===== src/common/aim_defines.svh =====
`ifndef AIM_DEFINES_SVH
`define AIM_DEFINES_SVH

// Visible area, which is also the frame buffer size.
`define AIM_H_ACTIVE 32
`define AIM_V_ACTIVE 16

// Clocks per line and lines per frame, blanking included.
`define AIM_H_TOTAL 40
`define AIM_V_TOTAL 20

// Sync pulses, first and last counter value.
`define AIM_HS_START 34
`define AIM_HS_END 36
`define AIM_VS_START 17
`define AIM_VS_END 18

// Widths of the pixel and line counters.
`define AIM_X_W 6
`define AIM_Y_W 5

`define AIM_FB_AW 9

// Overlay boxes and border thickness.
`define AIM_N_BOX 2
`define AIM_H_BOX_WIDTH 2
`define AIM_V_BOX_WIDTH 1

`endif


===== src/common/aim_pkg.sv =====
`default_nettype none

`include "aim_defines.svh"

package aim_pkg;

    typedef struct packed {
        logic [4:0] r;
        logic [5:0] g;
        logic [4:0] b;
    } rgb565_t;

    typedef struct packed {
        logic [7:0] r;
        logic [7:0] g;
        logic [7:0] b;
    } rgb888_t;

    // One overlay box, inclusive corners.
    typedef struct packed {
        logic                en;
        logic [`AIM_X_W-1:0] xs;
        logic [`AIM_X_W-1:0] xe;
        logic [`AIM_Y_W-1:0] ys;
        logic [`AIM_Y_W-1:0] ye;
        rgb888_t             color;
    } box_cfg_t;

    typedef enum logic [2:0] {
        REG_XS    = 3'd0,
        REG_YS    = 3'd1,
        REG_XE    = 3'd2,
        REG_YE    = 3'd3,
        REG_COLOR = 3'd4,
        REG_CTRL  = 3'd5
    } box_reg_e;

    typedef enum logic [1:0] {
        CAP_IDLE,
        CAP_HI,
        CAP_LO
    } cap_state_e;

endpackage

`default_nettype wire


===== src/display/box_regs.sv =====
`timescale 1ns/1ps
`default_nettype none

`include "aim_defines.svh"

module box_regs (
    input  wire                                   clk,
    input  wire                                   i_rst,
    input  wire                                   i_reg_we,
    input  wire  [3:0]                            i_reg_addr,
    input  wire  [23:0]                           i_reg_wdata,
    input  wire                                   i_frame_start,
    output aim_pkg::box_cfg_t [`AIM_N_BOX-1:0]    o_boxes
);
    import aim_pkg::*;

    localparam int N_BOX = `AIM_N_BOX;

    box_cfg_t [N_BOX-1:0] pend;
    box_reg_e             field;
    logic                 box_sel;

    assign field   = box_reg_e'(i_reg_addr[2:0]);
    assign box_sel = i_reg_addr[3];

    always_ff @(posedge clk) begin
        if (i_rst) begin
            pend    <= '0;
            o_boxes <= '0;
        end else begin
            if (i_reg_we) begin
                for (int b = 0; b < N_BOX; b++) begin
                    if (int'(box_sel) == b) begin
                        case (field)
                            REG_XS:    pend[b].xs    <= i_reg_wdata[`AIM_X_W-1:0];
                            REG_YS:    pend[b].ys    <= i_reg_wdata[`AIM_Y_W-1:0];
                            REG_XE:    pend[b].xe    <= i_reg_wdata[`AIM_X_W-1:0];
                            REG_YE:    pend[b].ye    <= i_reg_wdata[`AIM_Y_W-1:0];
                            REG_COLOR: pend[b].color <= i_reg_wdata;
                            REG_CTRL:  pend[b].en    <= i_reg_wdata[0];
                            default:   ;
                        endcase
                    end
                end
            end
            // Whole boxes change only between frames.
            if (i_frame_start) begin
                o_boxes <= pend;
            end
        end
    end

endmodule

`default_nettype wire


===== config.mk =====
export PLATFORM = sky130hd
export DESIGN_NAME = box_regs
export DESIGN_NICKNAME = d
export VERILOG_FILES = /design/src/common/aim_pkg.sv /design/src/display/box_regs.sv
export VERILOG_INCLUDE_DIRS = /design/src /design/src/common
export SDC_FILE = /design/constraint.sdc
export NUM_CORES = 1
export LEC_CHECK = 0
export CAP_MARGIN = 40
export CORE_ASPECT_RATIO = 1.2
export CORE_MARGIN = 2
export CORE_UTILIZATION = 55
export CTS_CLUSTER_DIAMETER = 80
export DETAILED_ROUTE_END_ITERATION = 7
export DONT_BUFFER_PORTS = 1
export GPL_TIMING_DRIVEN = 0
export MAX_ROUTING_LAYER = met4
export PLACE_DENSITY = 0.79
export SKIP_CTS_REPAIR_TIMING = 1
export SLEW_MARGIN = 20
export SYNTH_ARGS = -nofsm -noshare
export SYNTH_HDL_FRONTEND = slang
export SYNTH_SLANG_ARGS = --single-unit
export TNS_END_PERCENT = 50

===== constraint.sdc =====
create_clock -name clk -period 1.37 [get_ports clk]
set_clock_uncertainty 0.15 [all_clocks]
set_input_delay 0.2055 -clock clk [delete_from_list [all_inputs] [get_ports clk]]
set_output_delay 0.2055 -clock clk [all_outputs]
set_load 0.05 [all_outputs]

; ---- After elaboration in Yosys (flattened, before gate mapping)
; Cells that the tools add are included.
[word_totals]
ff_bits = 188
input_bits = 32
output_inout_bits = 94
wordCells = 51
[classes]
n_reduce_logical = 13
bitwise_logic = 1
eq_ne = 5
[ops]
columns = operator, count
row1 = $reduce_and A3 Y1, 12
row2 = $eq A3 B2 Y1 const B, 2
row3 = $eq A3 B3 Y1 const B, 2
row4 = $eq A3 B1 Y1 const B, 1
row5 = $logic_not A3 Y1, 1
row6 = $not A1 Y1, 1

; ---- Depth between registers and ports, before layout
[logic_depth]
depth_word = 2
mapped_depth = 7
depth_no_buf = 3

; ---- Worst setup path after synthesis
; No wires, ideal clock.
[synth_timing]
kind = input to register
from = input port i_reg_addr[1]
to = register pend[12] in the netlist's numbering
t_arrival_ns = 1.185
cell_stages = 6
setup_time_ns = 0.072
slack_ns = -0.036
path_buffers = 3
required_time_ns = 1.148
cell_sequence = buf_4 > nor3b_4 > and2_4 > buf_6 > buf_8 > mux2i_1
[synth_between]
elab_chain_len = 2
[synth_lines]
columns = item, line
row1 = start: declaration, box_regs.sv:10  ; input wire [3:0] i_reg_addr,
row2 = $eq A3 B3 Y1, box_regs.sv:34  ; case (field)
row3 = $reduce_and A3 Y1 (no line), n/a
row4 = end: declaration, box_regs.sv:19  ; box_cfg_t [N_BOX-1:0] pend;
; Every way passes these cells.
; A chain may end at the register's enable or synchronous reset.

==> impl_metrics.json <==
{
  "status": "finished with violations",
  "violations": "hold timing, setup timing",
  "startpoint_type": "input port",
  "clock.fmax_mhz": 729.5,
  "syn-num-nets": 687,
  "cts.sinks": 188,
  "die_h_um": 129.0,
  "dpl-instance-area_mm2": 0.007388,
  "yosys-top-cells-area": "dfxtp_1, mux2i_1, nand2b_1, nor2_1, buf_2",
  "drtIter0Drc": 198,
  "fp-row-count": 45,
  "synth_cells": 655,
  "setup_viol": 1,
  "initial_utilization_pct": 56.57,
  "n_fill_cell": 983,
  "grt_usage_pct": 24.10,
  "crit_path_frequent_cell": "clkbuf_1",
  "end_kind": "register",
  "grt_pass1_wl_mm": 24.80,
  "synth_top_cell_by_area": "dfxtp_1",
  "grt_max_degree": 17,
  "rsz0062_at_grt": "yes",
  "finalMaxSlewViolations": 0,
  "hold_path_class": "in -> reg",
  "stdcell_count": 869,
  "crit_chain": "clkbuf_1, nand2b_1, clkbuf_1, mux2i_1",
  "finalCriticalPeriod_ns": 1.371,
  "placed_cells": 819,
  "htreeDepth": 4,
  "critical_path_class": "in -> reg",
  "fin_area_mm2": 0.008295,
  "slowest_delay_ns": 0.62,
  "async_reset_ff_share_pct": 0,
  "post_drt_wl_per_cell_um": 18.99,
  "clockBufferDepth": 2,
  "crit_arrival_ns": 1.48,
  "cts-buffers-inserted": 17,
  "drc_errors": 0,
  "dr.pass1.iters": 5,
  "layout.nets": 726,
  "hold_slack_ns": -0.01263,
  "yosysSeqAreaShare_pct": 52.51,
  "routed_via_density": 5.353,
  "core_mm2": 0.01267,
  "multi_input_area_mm2": 0.003142,
  "drv_cap": 0,
  "tightest_slew_ns": 0.8160,
  "post-dp-hpwl_mm": 11.30,
  "vias": 4652,
  "ys_ff_latch": 188,
  "syn_to_final_growth_pct": 15.75,
  "setup_tns_ns": -0.0007199,
  "gr-total-overflow": 0,
  "die_x_um": 108.2,
  "port_buffers": 0,
  "drt-total-wl_mm": 16.50,
  "preCtsSetupSlack_ns": -0.4963,
  "drive_gt1_share_pct": 22.27,
  "ant_nets": 0,
  "yosysWarnings": 0,
  "finalHoldViolCount": 2,
  "p_leak_nw": 3.736,
  "post-route-period-util_pct": 100.1,
  "place.gp.congestion": 0.7618,
  "syn-mean-instance-area_um2": 10.94,
  "grt_pass1_vias": 4733,
  "r2r_setup_slack_ns": 0.37,
  "critPathSlowestCell": "clkbuf_1",
  "io-pin-count": 126,
  "peakVddDrop_mv": 0.7025,
  "required_ns": 1.48,
  "synthFlopType": "dfxtp_1",
  "insertion_delay_ns": 0.42,
  "num_antenna_cells": 0,
  "yosysTopAreaCellShare_pct": 52.51,
  "synth_cell_types": 21,
  "fin_ws_ns": -0.0007199,
  "synth_edf_count": 0,
  "netlist_area_mm2": 0.007167,
  "antenna_found_initial": 0,
  "crit_path_max_fanout": 10,
  "max-slew-margin-rel_pct": 45.60,
  "cts_root_buffer": "clkbuf_16",
  "cts_tree": "done",
  "die_area_mm2": 0.01396,
  "p_per_area_mw_per_mm2": 1321,
  "seq_area_mm2": 0.003881,
  "synth_common_cells": "dfxtp_1, mux2i_1, nand2b_1",
  "cts.clk_slew.worst_paths_ns": 0.07
}
-- stage by stage --
step	power [W]	utilization, %
floorplan	0.006118	-
global placement	0.006242	58.32
detailed placement	0.006258	58.32
CTS	0.01096	62.81
global route	0.01130	65.48
finish	0.01096	65.48
-- sequential cells by signal, summed over array words and instances (netlist names) --
register and count:
pend 94, o_boxes 94
-- metal layers --
layer | share of wire (%) | wire, µm | track usage, % | vias to the layer above
met5 | 0 | 0 | - | -
met1 | 41 | 6726 | 26.91 | 2287
met4 | 1.2 | 199 | 7.466 | 0
met2 | 52 | 8586 | 41.14 | 113
li1 | - | - | - | 2237
met3 | 6.0 | 988 | 7.596 | 15
-- worst paths after layout --
check | end | cells past startpoint | startpoint
worst max-delay path | pend[79]$_SDFFE_PP0P_ | 4 | i_rst
worst min-delay path | pend[62]$_SDFFE_PP0P_ | 3 | i_reg_addr[0]
worst max register to register | o_boxes[59]$_SDFFE_PP0P_ | 2 | o_boxes[59]$_SDFFE_PP0P_
worst min register to register | pend[5]$_SDFFE_PP0P_ | 2 | pend[5]$_SDFFE_PP0P_
-- report_power, final --
group | total [W] | internal (W) | switching (W) | leakage [nW]
Clock | 0.00477 | 0.00270 | 0.00208 | 0.275
Sequential | 0.00560 | 0.00552 | 0.0000870 | 1.56
Combinational | 0.000585 | 0.000261 | 0.000324 | 1.90
Total | 0.0110 | 0.00847 | 0.00249 | 3.74
-- cell usage in the layout, fill, tap and decap left out, types with 2 or more instances in the layout --
cell / Yosys / routed
dfxtp_1: 188 / 94
and3b_1: 2 / 2
inv_6: 0 / 2
nand3_1: 2 / 2
clkbuf_4: 0 / 3
clkbuf_1: 18 / 17
nor2_1: 95 / 95
clkinvlp_4: 0 / 2
clkbuf_8: 0 / 4
clkinv_4: 0 / 2
clkbuf_16: 0 / 17
nand2b_1: 118 / 118
mux2i_1: 188 / 188
nand4b_2: 2 / 2
buf_2: 17 / 14
buf_8: 1 / 2
nand2_1: 2 / 2
nand4_2: 2 / 2
nand3_2: 2 / 2
buf_6: 5 / 4
buf_1: 6 / 6
dfxtp_2: 0 / 94
dlygate4sd3_1: 0 / 22
-- kinds of logic after synthesis --
family        synth area share, %
buf+inv                     3.648
mux                         26.26
simple gates                17.58
flops                       52.51
-- area by class of cell --
cell class,instances,area share [%]
Tap cell,164,2.474
Clock inverter,8,1.026
Clock buffer,22,5.837
Buffer,47,3.348
Multi-Input combinational cell,418,37.87
Timing Repair Buffer,22,2.655
Sequential cell,188,46.79
-- worst max-delay path: cells and delay by family --
kind,cells,cell delay (ns)
mux,1,0.18
buf+inv,2,0.92
simple gates,1,0.16
No activity file was read; power rests on OpenSTA's default activity.
