===== config.mk =====
export PLATFORM = sky130hd
export DESIGN_NAME = cam_capture
export DESIGN_NICKNAME = d
export VERILOG_FILES = /design/src/common/aim_pkg.sv /design/src/verilog/cam_capture.sv
export VERILOG_INCLUDE_DIRS = /design/src /design/src/common
export SDC_FILE = /design/constraint.sdc
export NUM_CORES = 1
export LEC_CHECK = 0
export BUFFER_PORTS_ARGS = -buffer_cell sky130_fd_sc_hd__buf_2
export CAP_MARGIN = 20
export CORE_MARGIN = 8
export CORE_UTILIZATION = 45
export CTS_CLUSTER_SIZE = 16
export DETAILED_ROUTE_END_ITERATION = 6
export PLACE_DENSITY = 0.66
export SETUP_SLACK_MARGIN = 0.4
export SLEW_MARGIN = 10
export SYNTH_ARGS = -nofsm -noshare
export SYNTH_HDL_FRONTEND = slang
export SYNTH_SLANG_ARGS = --single-unit
export TNS_END_PERCENT = 20

===== constraint.sdc =====
create_clock -name clk -period 3.7 [get_ports clk]
set_input_delay 0.74 -clock clk [delete_from_list [all_inputs] [get_ports clk]]
set_output_delay 0.74 -clock clk [all_outputs]
set_load 0.02 [all_outputs]

===== src/common/aim_defines.svh =====
`ifndef AIM_DEFINES_SVH
`define AIM_DEFINES_SVH

// Visible area, which is also the frame buffer size.
`define AIM_H_ACTIVE 32
`define AIM_V_ACTIVE 16

// Clocks per line and lines per frame, blanking included.
`define AIM_H_TOTAL 40
`define AIM_V_TOTAL 20

// Sync pulses, first and last counter value.
`define AIM_HS_START 34
`define AIM_HS_END 36
`define AIM_VS_START 17
`define AIM_VS_END 18

// Widths of the pixel and line counters.
`define AIM_X_W 6
`define AIM_Y_W 5

`define AIM_FB_AW 9

// Overlay boxes and border thickness.
`define AIM_N_BOX 2
`define AIM_H_BOX_WIDTH 2
`define AIM_V_BOX_WIDTH 1

`endif


===== src/common/aim_pkg.sv =====
`default_nettype none

`include "aim_defines.svh"

package aim_pkg;

    typedef struct packed {
        logic [4:0] r;
        logic [5:0] g;
        logic [4:0] b;
    } rgb565_t;

    typedef struct packed {
        logic [7:0] r;
        logic [7:0] g;
        logic [7:0] b;
    } rgb888_t;

    // One overlay box, inclusive corners.
    typedef struct packed {
        logic                en;
        logic [`AIM_X_W-1:0] xs;
        logic [`AIM_X_W-1:0] xe;
        logic [`AIM_Y_W-1:0] ys;
        logic [`AIM_Y_W-1:0] ye;
        rgb888_t             color;
    } box_cfg_t;

    typedef enum logic [2:0] {
        REG_XS    = 3'd0,
        REG_YS    = 3'd1,
        REG_XE    = 3'd2,
        REG_YE    = 3'd3,
        REG_COLOR = 3'd4,
        REG_CTRL  = 3'd5
    } box_reg_e;

    typedef enum logic [1:0] {
        CAP_IDLE,
        CAP_HI,
        CAP_LO
    } cap_state_e;

endpackage

`default_nettype wire


===== src/verilog/cam_capture.sv =====
`timescale 1ns/1ps
`default_nettype none

`include "aim_defines.svh"

module cam_capture (
    input  wire                    clk,
    input  wire                    i_rst,
    input  wire                    i_cam_vsync,
    input  wire                    i_cam_href,
    input  wire                    i_cam_byte_en,
    input  wire  [7:0]             i_cam_data,
    output logic                   o_we,
    output logic [`AIM_FB_AW-1:0]  o_waddr,
    output aim_pkg::rgb565_t       o_wdata
);
    import aim_pkg::*;

    localparam int FB_AW = `AIM_FB_AW;

    cap_state_e          state;
    logic                vsync_q;
    logic                href_q;
    logic [7:0]          hi_byte;
    logic [`AIM_X_W-1:0] col_cnt;
    logic [`AIM_Y_W-1:0] row_cnt;
    logic                vsync_rise;
    logic                href_fall;
    logic                byte_ok;
    logic                in_frame;

    assign vsync_rise = i_cam_vsync && !vsync_q;
    assign href_fall  = href_q && !i_cam_href;
    assign byte_ok    = i_cam_href && i_cam_byte_en;

    // Counters saturate one past the edge, so overflow bytes never write.
    assign in_frame = (col_cnt < `AIM_H_ACTIVE) && (row_cnt < `AIM_V_ACTIVE);

    always_ff @(posedge clk) begin
        if (i_rst) begin
            vsync_q <= 1'b0;
            href_q  <= 1'b0;
            state   <= CAP_IDLE;
            col_cnt <= '0;
            row_cnt <= '0;
            o_we    <= 1'b0;
        end else begin
            vsync_q <= i_cam_vsync;
            href_q  <= i_cam_href;
            o_we    <= 1'b0;
            if (vsync_rise) begin
                state   <= CAP_IDLE;
                col_cnt <= '0;
                row_cnt <= '0;
            end else if (href_fall) begin
                state   <= CAP_IDLE;
                col_cnt <= '0;
                if (row_cnt < `AIM_V_ACTIVE) begin
                    row_cnt <= row_cnt + 1'b1;
                end
            end else begin
                case (state)
                    CAP_IDLE: begin
                        // First byte may come with the href edge itself.
                        if (i_cam_href) begin
                            state <= byte_ok ? CAP_LO : CAP_HI;
                        end
                    end
                    CAP_HI: begin
                        if (byte_ok) begin
                            state <= CAP_LO;
                        end
                    end
                    CAP_LO: begin
                        if (byte_ok) begin
                            state <= CAP_HI;
                            o_we  <= in_frame;
                            if (col_cnt < `AIM_H_ACTIVE) begin
                                col_cnt <= col_cnt + 1'b1;
                            end
                        end
                    end
                    default: state <= CAP_IDLE;
                endcase
            end
        end
    end

    always_ff @(posedge clk) begin
        if (byte_ok && (state != CAP_LO)) begin
            hi_byte <= i_cam_data;
        end
        if (byte_ok && (state == CAP_LO)) begin
            o_waddr <= FB_AW'(row_cnt) * FB_AW'(`AIM_H_ACTIVE) + FB_AW'(col_cnt);
            o_wdata <= {hi_byte, i_cam_data};
        end
    end

endmodule

`default_nettype wire


* After elaboration in Yosys (flattened, before gate mapping)
Index checks and enable logic that the tools add are counted.
** Word-level totals
- Word-level logic and storage cells :: 44
- Bits of input ports :: 13
- Output and inout bits :: 26
- Register bits :: 49
** Cells by class
- Reductions and logical operators :: 15
- Add/subtract/negate cells :: 3
- Bitwise gates (word level) :: 2
- Eq/ne operators :: 6
- Muxes and demuxes :: 5
- Order comparisons :: 2
** Operator list (number)
- $add A9 B6 Y9 :: 1
- $mux W2 :: 4
- $ne A2 B2 Y1 const B :: 4
- $add A6 B1 Y6 const B :: 1
- $logic_and A1 B1 Y1 :: 6
- $lt A6 B6 Y1 const B :: 1
- $pmux W2 S3 :: 1
- $reduce_and A3 Y1 :: 2
- $add A5 B1 Y5 const B :: 1
- $lt A5 B5 Y1 const B :: 1
- $reduce_or A5 Y1 :: 1
- $reduce_or A3 Y1 :: 1
- $eq A2 B1 Y1 const B :: 1
- $eq A2 B2 Y1 const B :: 1
- $logic_not A1 Y1 :: 2
- $logic_not A2 Y1 :: 1
- $not A1 Y1 :: 2
- $reduce_and A2 Y1 :: 1
- $reduce_or A2 Y1 :: 1

* Longest topological paths before layout
- Word-level depth :: 4
- Depth in mapped cells :: 5
- Mapped depth without buffers :: 4

* Worst setup path before layout
OpenSTA, ideal clock, no wires.
- Path kind :: input to register
- From :: input port i_cam_href
- To :: register o_waddr[0], enable pin
- Setup time :: 0.381 ns
- Data arrival time :: 1.531 ns
- Path buffers :: 1
- Path slack :: 1.788 ns
- Stages on the path :: 3
- Cell sequence :: nand4b_2 -> buf_6 -> inv_1
** On the way
- Word-level cells in the longest chain between the ends :: 2
** RTL lines
- start: declaration :: RTL line cam_capture.sv:10 : input wire i_cam_href,
- $logic_and A1 B1 Y1 :: RTL line cam_capture.sv:34 : assign byte_ok = i_cam_href && i_cam_byte_en;
- $logic_and A1 B1 Y1 :: RTL line cam_capture.sv:93 : if (byte_ok && (state == CAP_LO)) begin
- end signal: assignment :: RTL line cam_capture.sv:94 : o_waddr <= FB_AW'(row_cnt) * FB_AW'(`AIM_H_ACTIVE) + FB_AW'(col_cnt);
- end: declaration :: RTL line cam_capture.sv:14 : output logic [`AIM_FB_AW-1:0] o_waddr,
Every way passes these cells.
A chain may end at the register's enable or synchronous reset.

* Worst setup path after layout
- From :: input port i_cam_href
- To :: register col_cnt[5]
** On the way
- Word-level cells in the longest chain between the ends :: 3
- Elaborated cells on any way between the ends :: 5
- Those cells by class :: reduce/logical: 5
** RTL lines
- $logic_not A1 Y1 :: RTL line cam_capture.sv:33 : assign href_fall = href_q && !i_cam_href;
- $logic_and A1 B1 Y1 :: RTL line cam_capture.sv:33
- $reduce_or A3 Y1 (no line)
- end signal: assignment :: RTL line cam_capture.sv:79 : col_cnt <= col_cnt + 1'b1;
- end: declaration :: RTL line cam_capture.sv:25 : logic [`AIM_X_W-1:0] col_cnt;
Parallel ways exist; a longest one is shown, timed or not.

==> results.sh <==
export IMPL_dp_hpwl_um=2120
export IMPL_avgSynthCellArea_um2=15.2
export IMPL_fin_crit_ns=2.09
export IMPL_die_h_um=78.1
export IMPL_clk_pin_slew_worst_paths_ns=0.09
export IMPL_path_class="in -> reg"
export IMPL_fmax_mhz=479
export IMPL_drt_vias_per_instance=5.06
export IMPL_reg2reg_from="state[0]"
export IMPL_vias=1038
export IMPL_area_delta_synth_final_pct=20.2
export IMPL_dieWidth_um=78.1
export IMPL_layout_commonest_cell="buf_2"
export IMPL_yosys_warnings=0
export IMPL_power_density_mw_per_mm2=481
export IMPL_ff_latch_area_mm2=0.00131
export IMPL_fin_util_pct=56.6
export IMPL_tightest_slew_ns=0.982
export IMPL_fill_cells=314
export IMPL_reg2reg_depth=4
export IMPL_first_pass_iters=4
export IMPL_ir_drop_uv=270
export IMPL_cts_htree_levels=2
export IMPL_cts_tree="done"
export IMPL_hp_class="reg -> reg"
export IMPL_p_switching_w=0.000184
export IMPL_syn_area_mm2=0.00174
export IMPL_clock_skew_ns=0.00770
export IMPL_gp_congestion=0.702
export IMPL_track_usage_pct=9.48
export IMPL_clock_path_buffers=2
export IMPL_max_stage_delay_ns=0.81
export IMPL_required_ns=3.92
export IMPL_critPathLaunchType="input pin"
export IMPL_die_area_mm2=0.00611
export IMPL_crit_fanout=27
export IMPL_crit_buf_inv=2
export IMPL_worstHoldPathCells=0
export IMPL_seqPwrFrac_pct=59.1
export IMPL_crit_path_end="col_cnt[5]"
export IMPL_max_slew_margin_rel_pct=34.5
export IMPL_hold_buffers=0
export IMPL_worstReg2RegEnd="col_cnt[5]"
export IMPL_overflow=0
export IMPL_wl_um=2940
export IMPL_p_sw_share_pct=18.3
export IMPL_pwr_share_comb_pct=3.0
export IMPL_outcome="finished, final reports clean"
export IMPL_final_net_count=173
export IMPL_yosysSeqAreaShare_pct=75.4
export IMPL_cp_depth=5
export IMPL_antenna_found_initial=0
export IMPL_maxCapViolations=0
export IMPL_synth_nets=131
export IMPL_drc=0
export IMPL_clockPowerShare_pct=37.9
export IMPL_fin_tns_setup_ns=0
export IMPL_fp_row_count=22
export IMPL_end_kind="flop"
export IMPL_initial_core_util_pct=47.1
export IMPL_finalSetupViolCount=0
export IMPL_syn_inst=114
export IMPL_fin_crit_sh_pct=56.5
export IMPL_r2r_slack_ns=1.81
export IMPL_grt_pass1_vias=1054
export IMPL_post_drt_wl_per_cell_um=14.3
export IMPL_cts_buffers_inserted=5
export IMPL_slew_viol_final=0
export IMPL_critical_path_startpoint="i_cam_href"
export IMPL_cts_resized=0
export IMPL_drive_above_1_share_pct=31.2
export IMPL_ys_seq_elements=49
export IMPL_crit_slowest_cell="inv_1"
export IMPL_crit_family="buffers and inverters"
export IMPL_cts_setup_buffers=0
export IMPL_cts_sinks=49
export IMPL_multiInputGateArea_um2=385
export IMPL_drt_iter0_markers=100
export IMPL_worstSkewPairLatency_ns=0.29
export IMPL_most_common_layout_cells="buf_2, edfxtp_1, dfxtp_1, a21oi_1, nand3_1"
export IMPL_core_mm2=0.00369
export IMPL_ant_nets=0
export IMPL_cp_arrival_ns=2.31
export IMPL_io_pin_count=39
export IMPL_cp_cell_sequence="buf_2 -> nand4b_2 -> inv_1 -> nand4_1 -> a21oi_1"
export IMPL_hold_viol=0
export IMPL_grt_max_degree=28
export IMPL_port_buffers=38
export IMPL_power_leakage_nw=0.793
export IMPL_insertedDiodeCount=0
export IMPL_synth_distinct_cells=30
export IMPL_rsz0062_at_grt="no"
export IMPL_grt_pass1_wl_um=4750
export IMPL_p_int_w=0.000822
export IMPL_cts_root_buffer="clkbuf_8"
-- power by group through the flow --
stage / sequential, W / clock [W] / combinational, W
floorplan: 0.000610 / 0 / 0.0000135
global placement: 0.000607 / 0 / 0.0000290
detailed placement: 0.000608 / 0 / 0.0000307
global route: 0.000596 / 0.000407 / 0.0000336
CTS: 0.000595 / 0.000390 / 0.0000307
finish: 0.000595 / 0.000381 / 0.0000302
-- flip-flops by register name (all words and copies together) (netlist names) --
name     flops
col_cnt      6
o_we         1
href_q       1
o_waddr      9
hi_byte      8
vsync_q      1
row_cnt      5
o_wdata     16
state        2
-- stage by stage --
stage	setup WS, ns	std cells	hold WS [ns]	power [W]	instance area [um^2]
6_report	1.61	205	0.428	0.00101	2090
5_1_grt	1.41	205	0.450	0.00104	2090
4_1_cts	1.59	205	0.427	0.00102	2090
3_5_place_dp	1.29	197	0.406	0.000638	1970
3_3_place_gp	1.38	197	0.401	0.000636	1970
2_1_floorplan	1.79	114	0.400	0.000623	1740
-- worst reg2reg max path, stage by stage, from the launching register on --
cell and delay (ns):
dfxtp_1 0.34, nand4b_2 0.35, inv_1 0.81, nand4_1 0.16, a21oi_1 0.17
-- final cells by class --
cell class	count	share of cell area [%]
tap	48	2.87
inverter	6	1.08
sequential	49	62.8
clock inverter	2	1.80
clock buffer	6	3.95
timing repair buffer	38	9.10
multi-input combinational	56	18.4
-- cell families (layout without fill, tap and decap cells) --
kind of cell,count (synthesis),after routing,share of synthesized area [%]
adder cells (fa/ha/maj),4,4,2.88
AND/OR/NAND/NOR,27,27,10.0
AO/OA/AOI/OAI,20,20,6.70
XOR/XNOR,4,4,2.02
buffers and inverters,9,52,2.38
multiplexers,1,1,0.576
flip-flops,49,49,75.5
-- cell usage after synthesis (all sizes together) --
| cell | instances | area share, % |
|---|---|---|
| nand4b | 1 | 0.86 |
| ha | 4 | 2.9 |
| o21ai | 4 | 1.2 |
| and4bb | 1 | 0.72 |
| xnor2 | 3 | 1.5 |
| or3b | 1 | 0.50 |
| edfxtp | 33 | 57 |
| mux2i | 1 | 0.58 |
| a221o | 1 | 0.58 |
| a21o | 1 | 0.43 |
| nor4 | 1 | 0.72 |
| a31oi | 1 | 0.36 |
| o31ai | 2 | 0.86 |
| or3 | 3 | 1.1 |
| nor2b | 1 | 0.36 |
| or2b | 1 | 0.43 |
| nand4 | 1 | 0.36 |
| a21oi | 10 | 2.9 |
| inv | 6 | 1.3 |
| buf | 1 | 0.65 |
| xor2 | 1 | 0.50 |
| nand2 | 1 | 0.22 |
| clkbuf | 2 | 0.43 |
| or4 | 2 | 0.86 |
| o211ai | 1 | 0.43 |
| nand3 | 7 | 2.0 |
| nor2 | 5 | 1.1 |
| nor3b | 1 | 0.43 |
| dfxtp | 16 | 18 |
| and3 | 1 | 0.36 |
-- layer usage --
layer,routed length (um),up-vias,global-route usage (%)
met3,233,2,4.21
li1,-,512,-
met4,14,0,2.78
met1,1200,494,9.77
met5,0,-,0
met2,1490,30,16.9
-- worst min path at each step --
stage,startpoint,to,slack [ns]
after CTS,hi_byte[2],o_wdata[10],0.43
final,hi_byte[2],o_wdata[10],0.43
after global routing,hi_byte[6],o_wdata[14],0.45
after floorplan,hi_byte[2],o_wdata[10],0.40
after global placement,hi_byte[7],o_wdata[15],0.40
after detailed placement,hi_byte[2],o_wdata[10],0.41
Note: power is estimated with default switching activity, not from simulation.
