[src/common/aim_defines.svh]
`ifndef AIM_DEFINES_SVH
`define AIM_DEFINES_SVH

// Visible area, which is also the frame buffer size.
`define AIM_H_ACTIVE 32
`define AIM_V_ACTIVE 16

// Clocks per line and lines per frame, blanking included.
`define AIM_H_TOTAL 40
`define AIM_V_TOTAL 20

// Sync pulses, first and last counter value.
`define AIM_HS_START 34
`define AIM_HS_END 36
`define AIM_VS_START 17
`define AIM_VS_END 18

// Widths of the pixel and line counters.
`define AIM_X_W 6
`define AIM_Y_W 5

`define AIM_FB_AW 9

// Overlay boxes and border thickness.
`define AIM_N_BOX 2
`define AIM_H_BOX_WIDTH 2
`define AIM_V_BOX_WIDTH 1

`endif

[src/common/aim_pkg.sv]
`default_nettype none

`include "aim_defines.svh"

package aim_pkg;

    typedef struct packed {
        logic [4:0] r;
        logic [5:0] g;
        logic [4:0] b;
    } rgb565_t;

    typedef struct packed {
        logic [7:0] r;
        logic [7:0] g;
        logic [7:0] b;
    } rgb888_t;

    // One overlay box, inclusive corners.
    typedef struct packed {
        logic                en;
        logic [`AIM_X_W-1:0] xs;
        logic [`AIM_X_W-1:0] xe;
        logic [`AIM_Y_W-1:0] ys;
        logic [`AIM_Y_W-1:0] ye;
        rgb888_t             color;
    } box_cfg_t;

    typedef enum logic [2:0] {
        REG_XS    = 3'd0,
        REG_YS    = 3'd1,
        REG_XE    = 3'd2,
        REG_YE    = 3'd3,
        REG_COLOR = 3'd4,
        REG_CTRL  = 3'd5
    } box_reg_e;

    typedef enum logic [1:0] {
        CAP_IDLE,
        CAP_HI,
        CAP_LO
    } cap_state_e;

endpackage

`default_nettype wire

[src/common/pix_if.sv]
`timescale 1ns/1ps
`default_nettype none

`include "aim_defines.svh"

interface pix_if;
    import aim_pkg::*;

    logic                hsync;
    logic                vsync;
    logic                de;
    logic [`AIM_X_W-1:0] x;
    logic [`AIM_Y_W-1:0] y;
    rgb888_t             pix;

    modport src (
        output hsync,
        output vsync,
        output de,
        output x,
        output y,
        output pix
    );

    modport sink (
        input hsync,
        input vsync,
        input de,
        input x,
        input y,
        input pix
    );

endinterface

`default_nettype wire

[src/display/video_timing.sv]
`timescale 1ns/1ps
`default_nettype none

`include "aim_defines.svh"

module video_timing (
    input  wire                    clk,
    input  wire                    i_rst,
    input  wire aim_pkg::rgb565_t  i_rdata,
    output logic [`AIM_FB_AW-1:0]  o_raddr,
    output logic                   o_frame_start,
    pix_if.src                     o_pix
);
    import aim_pkg::*;

    localparam int FB_AW = `AIM_FB_AW;

    logic [`AIM_X_W-1:0] h_cnt;
    logic [`AIM_Y_W-1:0] v_cnt;
    logic                active;
    logic                hs;
    logic                vs;
    logic                de_q;
    logic                hs_q;
    logic                vs_q;
    logic [`AIM_X_W-1:0] x_q;
    logic [`AIM_Y_W-1:0] y_q;
    rgb888_t             exp_pix;

    always_ff @(posedge clk) begin
        if (i_rst) begin
            h_cnt <= '0;
            v_cnt <= '0;
        end else if (h_cnt == `AIM_H_TOTAL - 1) begin
            h_cnt <= '0;
            if (v_cnt == `AIM_V_TOTAL - 1) begin
                v_cnt <= '0;
            end else begin
                v_cnt <= v_cnt + 1'b1;
            end
        end else begin
            h_cnt <= h_cnt + 1'b1;
        end
    end

    assign active = (h_cnt < `AIM_H_ACTIVE) && (v_cnt < `AIM_V_ACTIVE);
    assign hs     = (h_cnt >= `AIM_HS_START) && (h_cnt <= `AIM_HS_END);
    assign vs     = (v_cnt >= `AIM_VS_START) && (v_cnt <= `AIM_VS_END);

    assign o_raddr       = active ? FB_AW'(v_cnt) * FB_AW'(`AIM_H_ACTIVE) + FB_AW'(h_cnt) : '0;
    assign o_frame_start = (h_cnt == '0) && (v_cnt == '0);

    // Control follows the memory by one stage.
    always_ff @(posedge clk) begin
        if (i_rst) begin
            de_q <= 1'b0;
            hs_q <= 1'b0;
            vs_q <= 1'b0;
        end else begin
            de_q <= active;
            hs_q <= hs;
            vs_q <= vs;
        end
    end

    always_ff @(posedge clk) begin
        x_q <= h_cnt;
        y_q <= v_cnt;
    end

    always_comb begin
        exp_pix.r = {i_rdata.r, 3'b000};
        exp_pix.g = {i_rdata.g, 2'b00};
        exp_pix.b = {i_rdata.b, 3'b000};
    end

    assign o_pix.hsync = hs_q;
    assign o_pix.vsync = vs_q;
    assign o_pix.de    = de_q;
    assign o_pix.x     = x_q;
    assign o_pix.y     = y_q;
    assign o_pix.pix   = de_q ? exp_pix : '0;

endmodule

`default_nettype wire

[src/flat_wrapper.sv]
// flat-port wrapper written by rule: the top's interface ports become plain ports
module video_timing_flat import aim_pkg::*;
  (clk, i_rst, i_rdata, o_raddr, o_frame_start, o_pix_hsync, o_pix_vsync, o_pix_de, o_pix_x, o_pix_y, o_pix_pix);
  pix_if o_pix_i ();
  input  wire clk;
  input  wire i_rst;
  input  wire aim_pkg::rgb565_t i_rdata;
  output logic [`AIM_FB_AW-1:0] o_raddr;
  output logic o_frame_start;
  output wire logic [$bits(o_pix_i.hsync)-1:0] o_pix_hsync;
  output wire logic [$bits(o_pix_i.vsync)-1:0] o_pix_vsync;
  output wire logic [$bits(o_pix_i.de)-1:0] o_pix_de;
  output wire logic [$bits(o_pix_i.x)-1:0] o_pix_x;
  output wire logic [$bits(o_pix_i.y)-1:0] o_pix_y;
  output wire logic [$bits(o_pix_i.pix)-1:0] o_pix_pix;
  assign o_pix_hsync = o_pix_i.hsync;
  assign o_pix_vsync = o_pix_i.vsync;
  assign o_pix_de = o_pix_i.de;
  assign o_pix_x = o_pix_i.x;
  assign o_pix_y = o_pix_i.y;
  assign o_pix_pix = o_pix_i.pix;
  video_timing u_core (.clk(clk), .i_rst(i_rst), .i_rdata(i_rdata), .o_raddr(o_raddr), .o_frame_start(o_frame_start), .o_pix(o_pix_i));
endmodule
[config.mk]
export PLATFORM = sky130hd
export DESIGN_NAME = video_timing_flat
export DESIGN_NICKNAME = d
export VERILOG_FILES = /design/src/common/aim_pkg.sv /design/src/common/pix_if.sv /design/src/display/video_timing.sv /design/src/flat_wrapper.sv
export VERILOG_INCLUDE_DIRS = /design/src /design/src/common
export SDC_FILE = /design/constraint.sdc
export NUM_CORES = 1
export LEC_CHECK = 0
export BUFFER_PORTS_ARGS = -buffer_cell sky130_fd_sc_hd__clkbuf_2
export CAP_MARGIN = 20
export CORE_ASPECT_RATIO = 1.4
export CORE_MARGIN = 5
export CORE_UTILIZATION = 39
export DETAILED_ROUTE_END_ITERATION = 10
export PLACE_DENSITY = 0.71
export SLEW_MARGIN = 20
export SYNTH_ARGS = -nofsm -noshare
export SYNTH_HDL_FRONTEND = slang
export SYNTH_SLANG_ARGS = --single-unit
[constraint.sdc]
create_clock -name clk -period 1.7 [get_ports clk]
set_input_delay 0.34 -clock clk [delete_from_list [all_inputs] [get_ports clk]]
set_output_delay 0.34 -clock clk [all_outputs]
set_load 0.03 [all_outputs]
# == Word-level counts from Yosys, hierarchy flattened ==
# Cells that the tools add are included.
# op_classes
n_addsub,3
order_cmp,6
eq_ne,2
muxes,3
n_reduce_logical,7
# ops
cell,count
24-bit 2-to-1 mux,1
9-bit by 6-bit adder with 9-bit output,1
9-bit 2-to-1 mux,1
6-bit by 1-bit adder with 6-bit output (second input constant),1
6-bit equality test (second input constant),1
6-bit >= comparator (second input constant),1
6-bit <= comparator (second input constant),1
6-bit logical NOT,1
6-bit less-than comparator (second input constant),1
5-bit by 1-bit adder with 5-bit output (second input constant),1
5-bit equality test (second input constant),1
5-bit >= comparator (second input constant),1
5-bit <= comparator (second input constant),1
5-bit logical NOT,1
5-bit less-than comparator (second input constant),1
5-bit 2-to-1 mux,1
1-bit logical AND,4
2-bit OR reduction,1
# word_totals
ff_bits,25
inputBits,18

# == Longest topological paths before layout ==
# logic_depth
word_depth,3
mapped_depth,5
depth_no_buf,4

# == Least setup slack after synthesis ==
# OpenSTA, ideal clock, no wires.
# synth_timing
path_kind,register to output
startpoint,reg u_core.v_cnt[0]
endpoint,out o_raddr[7]
arrival_ns,1.542
t_required_ns,1.360
path_slack_ns,-0.182
stages_incl_launch_ff,5
n_path_buf,0
path_cell_list,dfxtp_1 > ha_1 > ha_1 > xnor2_1 > nor3_1
# synth_via
elab_chain_len,3
word_cells_on_any_way,4
classes_between,add/sub (1); order compare (1); mux (1); reduce/logical (1)
# synth_rtl
item,line,rtl
start: declaration,video_timing.sv:19,logic [`AIM_Y_W-1:0] v_cnt;
start signal: assignment,video_timing.sv:39,v_cnt <= v_cnt + 1'b1;
"parallel branches: the longest is 2 deep, another holds 9-bit by 6-bit adder with 9-bit output",n/a,
9-bit 2-to-1 mux (*),video_timing.sv:50,assign o_raddr = active ? FB_AW'(v_cnt) * FB_AW'(`AIM_H_ACTIVE) + FB_AW'(h_cnt) : '0;
end: declaration,flat_wrapper.sv:8,output logic [`AIM_FB_AW-1:0] o_raddr;
# Every way passes the cells marked *.

# == Worst setup path after layout ==
# layout_timing
startpoint,reg u_core.v_cnt[0]
endpoint,out o_frame_start
# layout_via
elab_chain_len,2
# layout_rtl
item,line,rtl
5-bit logical NOT,video_timing.sv:51,assign o_frame_start = (h_cnt == '0) && (v_cnt == '0);
1-bit logical AND,video_timing.sv:51,
end: declaration,flat_wrapper.sv:9,output logic o_frame_start;
# No other way between the ends.

==> results.cfg <==
[critical_path]
critical_path_required_ps = 1360
critPathSlowestCell = dfxtp_4
worstPathArrival_ps = 1410
critPathKind = reg -> out
worstSetupStartpointType = flop
cp-end-kind = output pin
r2r_end = u_core.v_cnt[4]$_SDFFE_PP0N_
crit_chain = inv_2 > ha_1 > nor4b_2 > and4_1 > buf_8
crit_family = flip-flops
reg2reg_from = u_core.h_cnt[5]$_SDFF_PP0_
critPathBufInv = 2
cpPeakStageDelay_ps = 380
path_max_fanout = 4
ff2ff_path_depth = 4
timing.critical_path.depth = 5
r2r_slack_ps = 80

[die]
die_area_mm2 = 0.00431
rows = 24
io_pins = 66
die_h_um = 75.7
initial_utilization = 0.397
die_w_um = 57.0
coreArea_mm2 = 0.00303

[pwr]
power_density_mw_per_mm2 = 680
p_total_mw = 1.17
total_leakage_power_nw = 0.810
peakVddDrop_uv = 565

[route]
first_iter_violations = 48
ant_nets = 0
viasPerCell = 4.72
drc = 0
wire_per_inst_um = 12.4
vias = 1124
routed_wl_um = 2940
drtPass1Iterations = 4

[clocking]
holdBufCountCts = 0
cts_tree = built
clockBufferDepth = 2
clock_latency_ps = 270
path_clk_slew_ps = 90
htree_levels = 1
root_buffer = clkbuf_8
clkSinkCount = 25
cts_made_buffers = 3

[global_routing]
grt_usage = 0.136
grt_pass1_vias = 1053
antenna_found_initial = 0
grt_max_degree = 18
grt_pass1_wl_um = 4650
overflow = 0

[worst_hold_path]
whs_endpoint = u_core.o_pix.x[1]$_DFF_P_
hold_class = reg -> reg
min_from = u_core.h_cnt[1]$_SDFF_PP0_
whs_path_depth = 0

[timing]
min_period_over_period = 1.03
finalMaxSlewViolations = 0
skew_ps = 6.26
post-route-min-period_ps = 1750
worst_slack_ps = -51.9
fmax_mhz = 571
final_hold_viol_count = 0
rsz0062_at_grt = yes
setup_viol_count_final = 3

[logic_synthesis]
syn_avg_cell_area_um2 = 9.26
synthFlopType = dfxtp_1
synthXorXnorAreaFrac = 0.0364
synth_area_mm2 = 0.00120
yosysWarningCount = 0
yosysMostFrequentCell = dfxtp_1
synthSimpleGateAreaFrac = 0.285
yosysSeqAreaShare = 0.416
synth_common_cells = dfxtp_1, and2_1, buf_4, nor3_1, ha_1
synth_edf_count = 0
synth_top_family_by_area = simple AND/OR/NAND/NOR gates
synth_compound_gate_area_share = 0.0665
synthCells = 130
async_reset_ff_frac = 0
synth_mux_area_frac = 0.00832
ys_ff_latch = 25
yosysTopAreaCell = dfxtp_1
synthAdderAreaFrac = 0.0728
netlist.area_leader.share = 0.416
synth.distinct_cells = 30
synth_area_leaders = dfxtp_1, and2_1, ha_1, buf_4, nor3_1

[layout]
final_cells = 238
nets = 225
syn_to_final_growth_pct = 42.9
layout-drive-gt1-share = 0.482
num_antenna_cells = 0
fill_cells = 309

[place]
dp_hpwl_um = 2150
place_ws_ps = 83.8
dp.cells = 227
portBuffers = 57
gp_congestion = 0.738

[status]
failed_checks = negative setup slack
outcome = finished with violations

[run]
maxCapViolCount = 0
## worst reg2reg max path: stages, from the launching register on
cell and delay [ps]:
dfxtp_4 380, buf_4 110, or3b_4 410, or4_1 510, a31oi_1 130
## metrics by stage
stage | hold WS [ps] | cell area, µm² | TNS [ps] | utilization
final | 392 | 1720 | -95.9 | 0.567
after global routing | 403 | 1720 | -348 | 0.567
after CTS | 414 | 1670 | -116 | 0.551
after detailed placement | 406 | 1520 | 0 | 0.502
after global placement | 396 | 1520 | 0 | 0.502
after floorplan | 351 | 1240 | 0 | -
## what timing repair did
item                       in CTS  in global routing
pin swaps                       3                  5
gates resized for setup        21                 11
setup endpoints to repair       8                 10
setup buffers                   3                  4
## sequential cells by signal, indices dropped and copies added, names as in the netlist
signal	count
u_core.o_pix.x	6
u_core.o_pix.hsync	1
u_core.o_pix.vsync	1
u_core.o_pix.y	5
u_core.o_pix.de	1
u_core.v_cnt	5
u_core.h_cnt	6
## cell type report
class	count	area (µm²)	share of cell area
timing repair buffer	73	443	0.257
multi-input combinational	93	651	0.378
clock inverter	1	5.00	0.00291
sequential	25	517	0.300
tap	39	48.8	0.0284
clock buffer	3	41.3	0.0240
inverter	4	15.0	0.00873
## power by group
part	switching, mW	total [mW]	internal (mW)
sequential	0.0154	0.610	0.595
clock	0.185	0.350	0.164
combinational	0.140	0.211	0.0706
## cell usage in the layout, fill, tap and decap left out, types with 2 or more instances in the layout
| cell | instances |
|---|---|
| a21oi_1 | 4 |
| and2_1 | 20 |
| buf_4 | 15 |
| buf_6 | 2 |
| clkbuf_2 | 53 |
| clkbuf_8 | 5 |
| conb_1 | 8 |
| dfxtp_1 | 18 |
| dfxtp_2 | 4 |
| dfxtp_4 | 3 |
| ha_1 | 5 |
| ha_4 | 2 |
| inv_1 | 2 |
| inv_2 | 2 |
| nand2_1 | 4 |
| nand3_1 | 5 |
| nor2_1 | 5 |
| nor2b_1 | 2 |
| nor3_1 | 7 |
| nor3_2 | 2 |
| o21ai_0 | 6 |
| or4_1 | 4 |
| xor2_1 | 3 |
## logic make-up after synthesis
group | after synthesis
buffers and inverters | 19
XOR/XNOR | 5
flip-flops | 25
AND/OR/NAND/NOR | 58
adder cells (fa/ha/maj) | 7
multiplexers | 1
other | 1
AO/OA/AOI/OAI | 14
## routing by layer
layer / global-route usage / wire, µm / share of wire / vias to the layer above
met4: 0.0619 / 51 / 0.017 / 0
met1: 0.146 / 1110 / 0.38 / 499
met2: 0.250 / 1460 / 0.50 / 54
met3: 0.0339 / 311 / 0.11 / 5
met5: 0 / 0 / 0 / -
li1: - / - / - / 566
## how the worst max path moves through the flow
stage | to | slack [ps] | startpoint
global placement | o_raddr[7] | 100 | u_core.v_cnt[0]$_SDFFE_PP0N_
finish | o_frame_start | -50 | u_core.v_cnt[0]$_SDFFE_PP0N_
detailed placement | o_raddr[8] | 80 | u_core.v_cnt[0]$_SDFFE_PP0N_
floorplan | u_core.v_cnt[3]$_SDFFE_PP0N_ | 60 | u_core.h_cnt[5]$_SDFF_PP0_
CTS | o_raddr[7] | -70 | u_core.v_cnt[0]$_SDFFE_PP0N_
global route | o_frame_start | -140 | u_core.v_cnt[0]$_SDFFE_PP0N_
(Power assumes the default switching activity.)
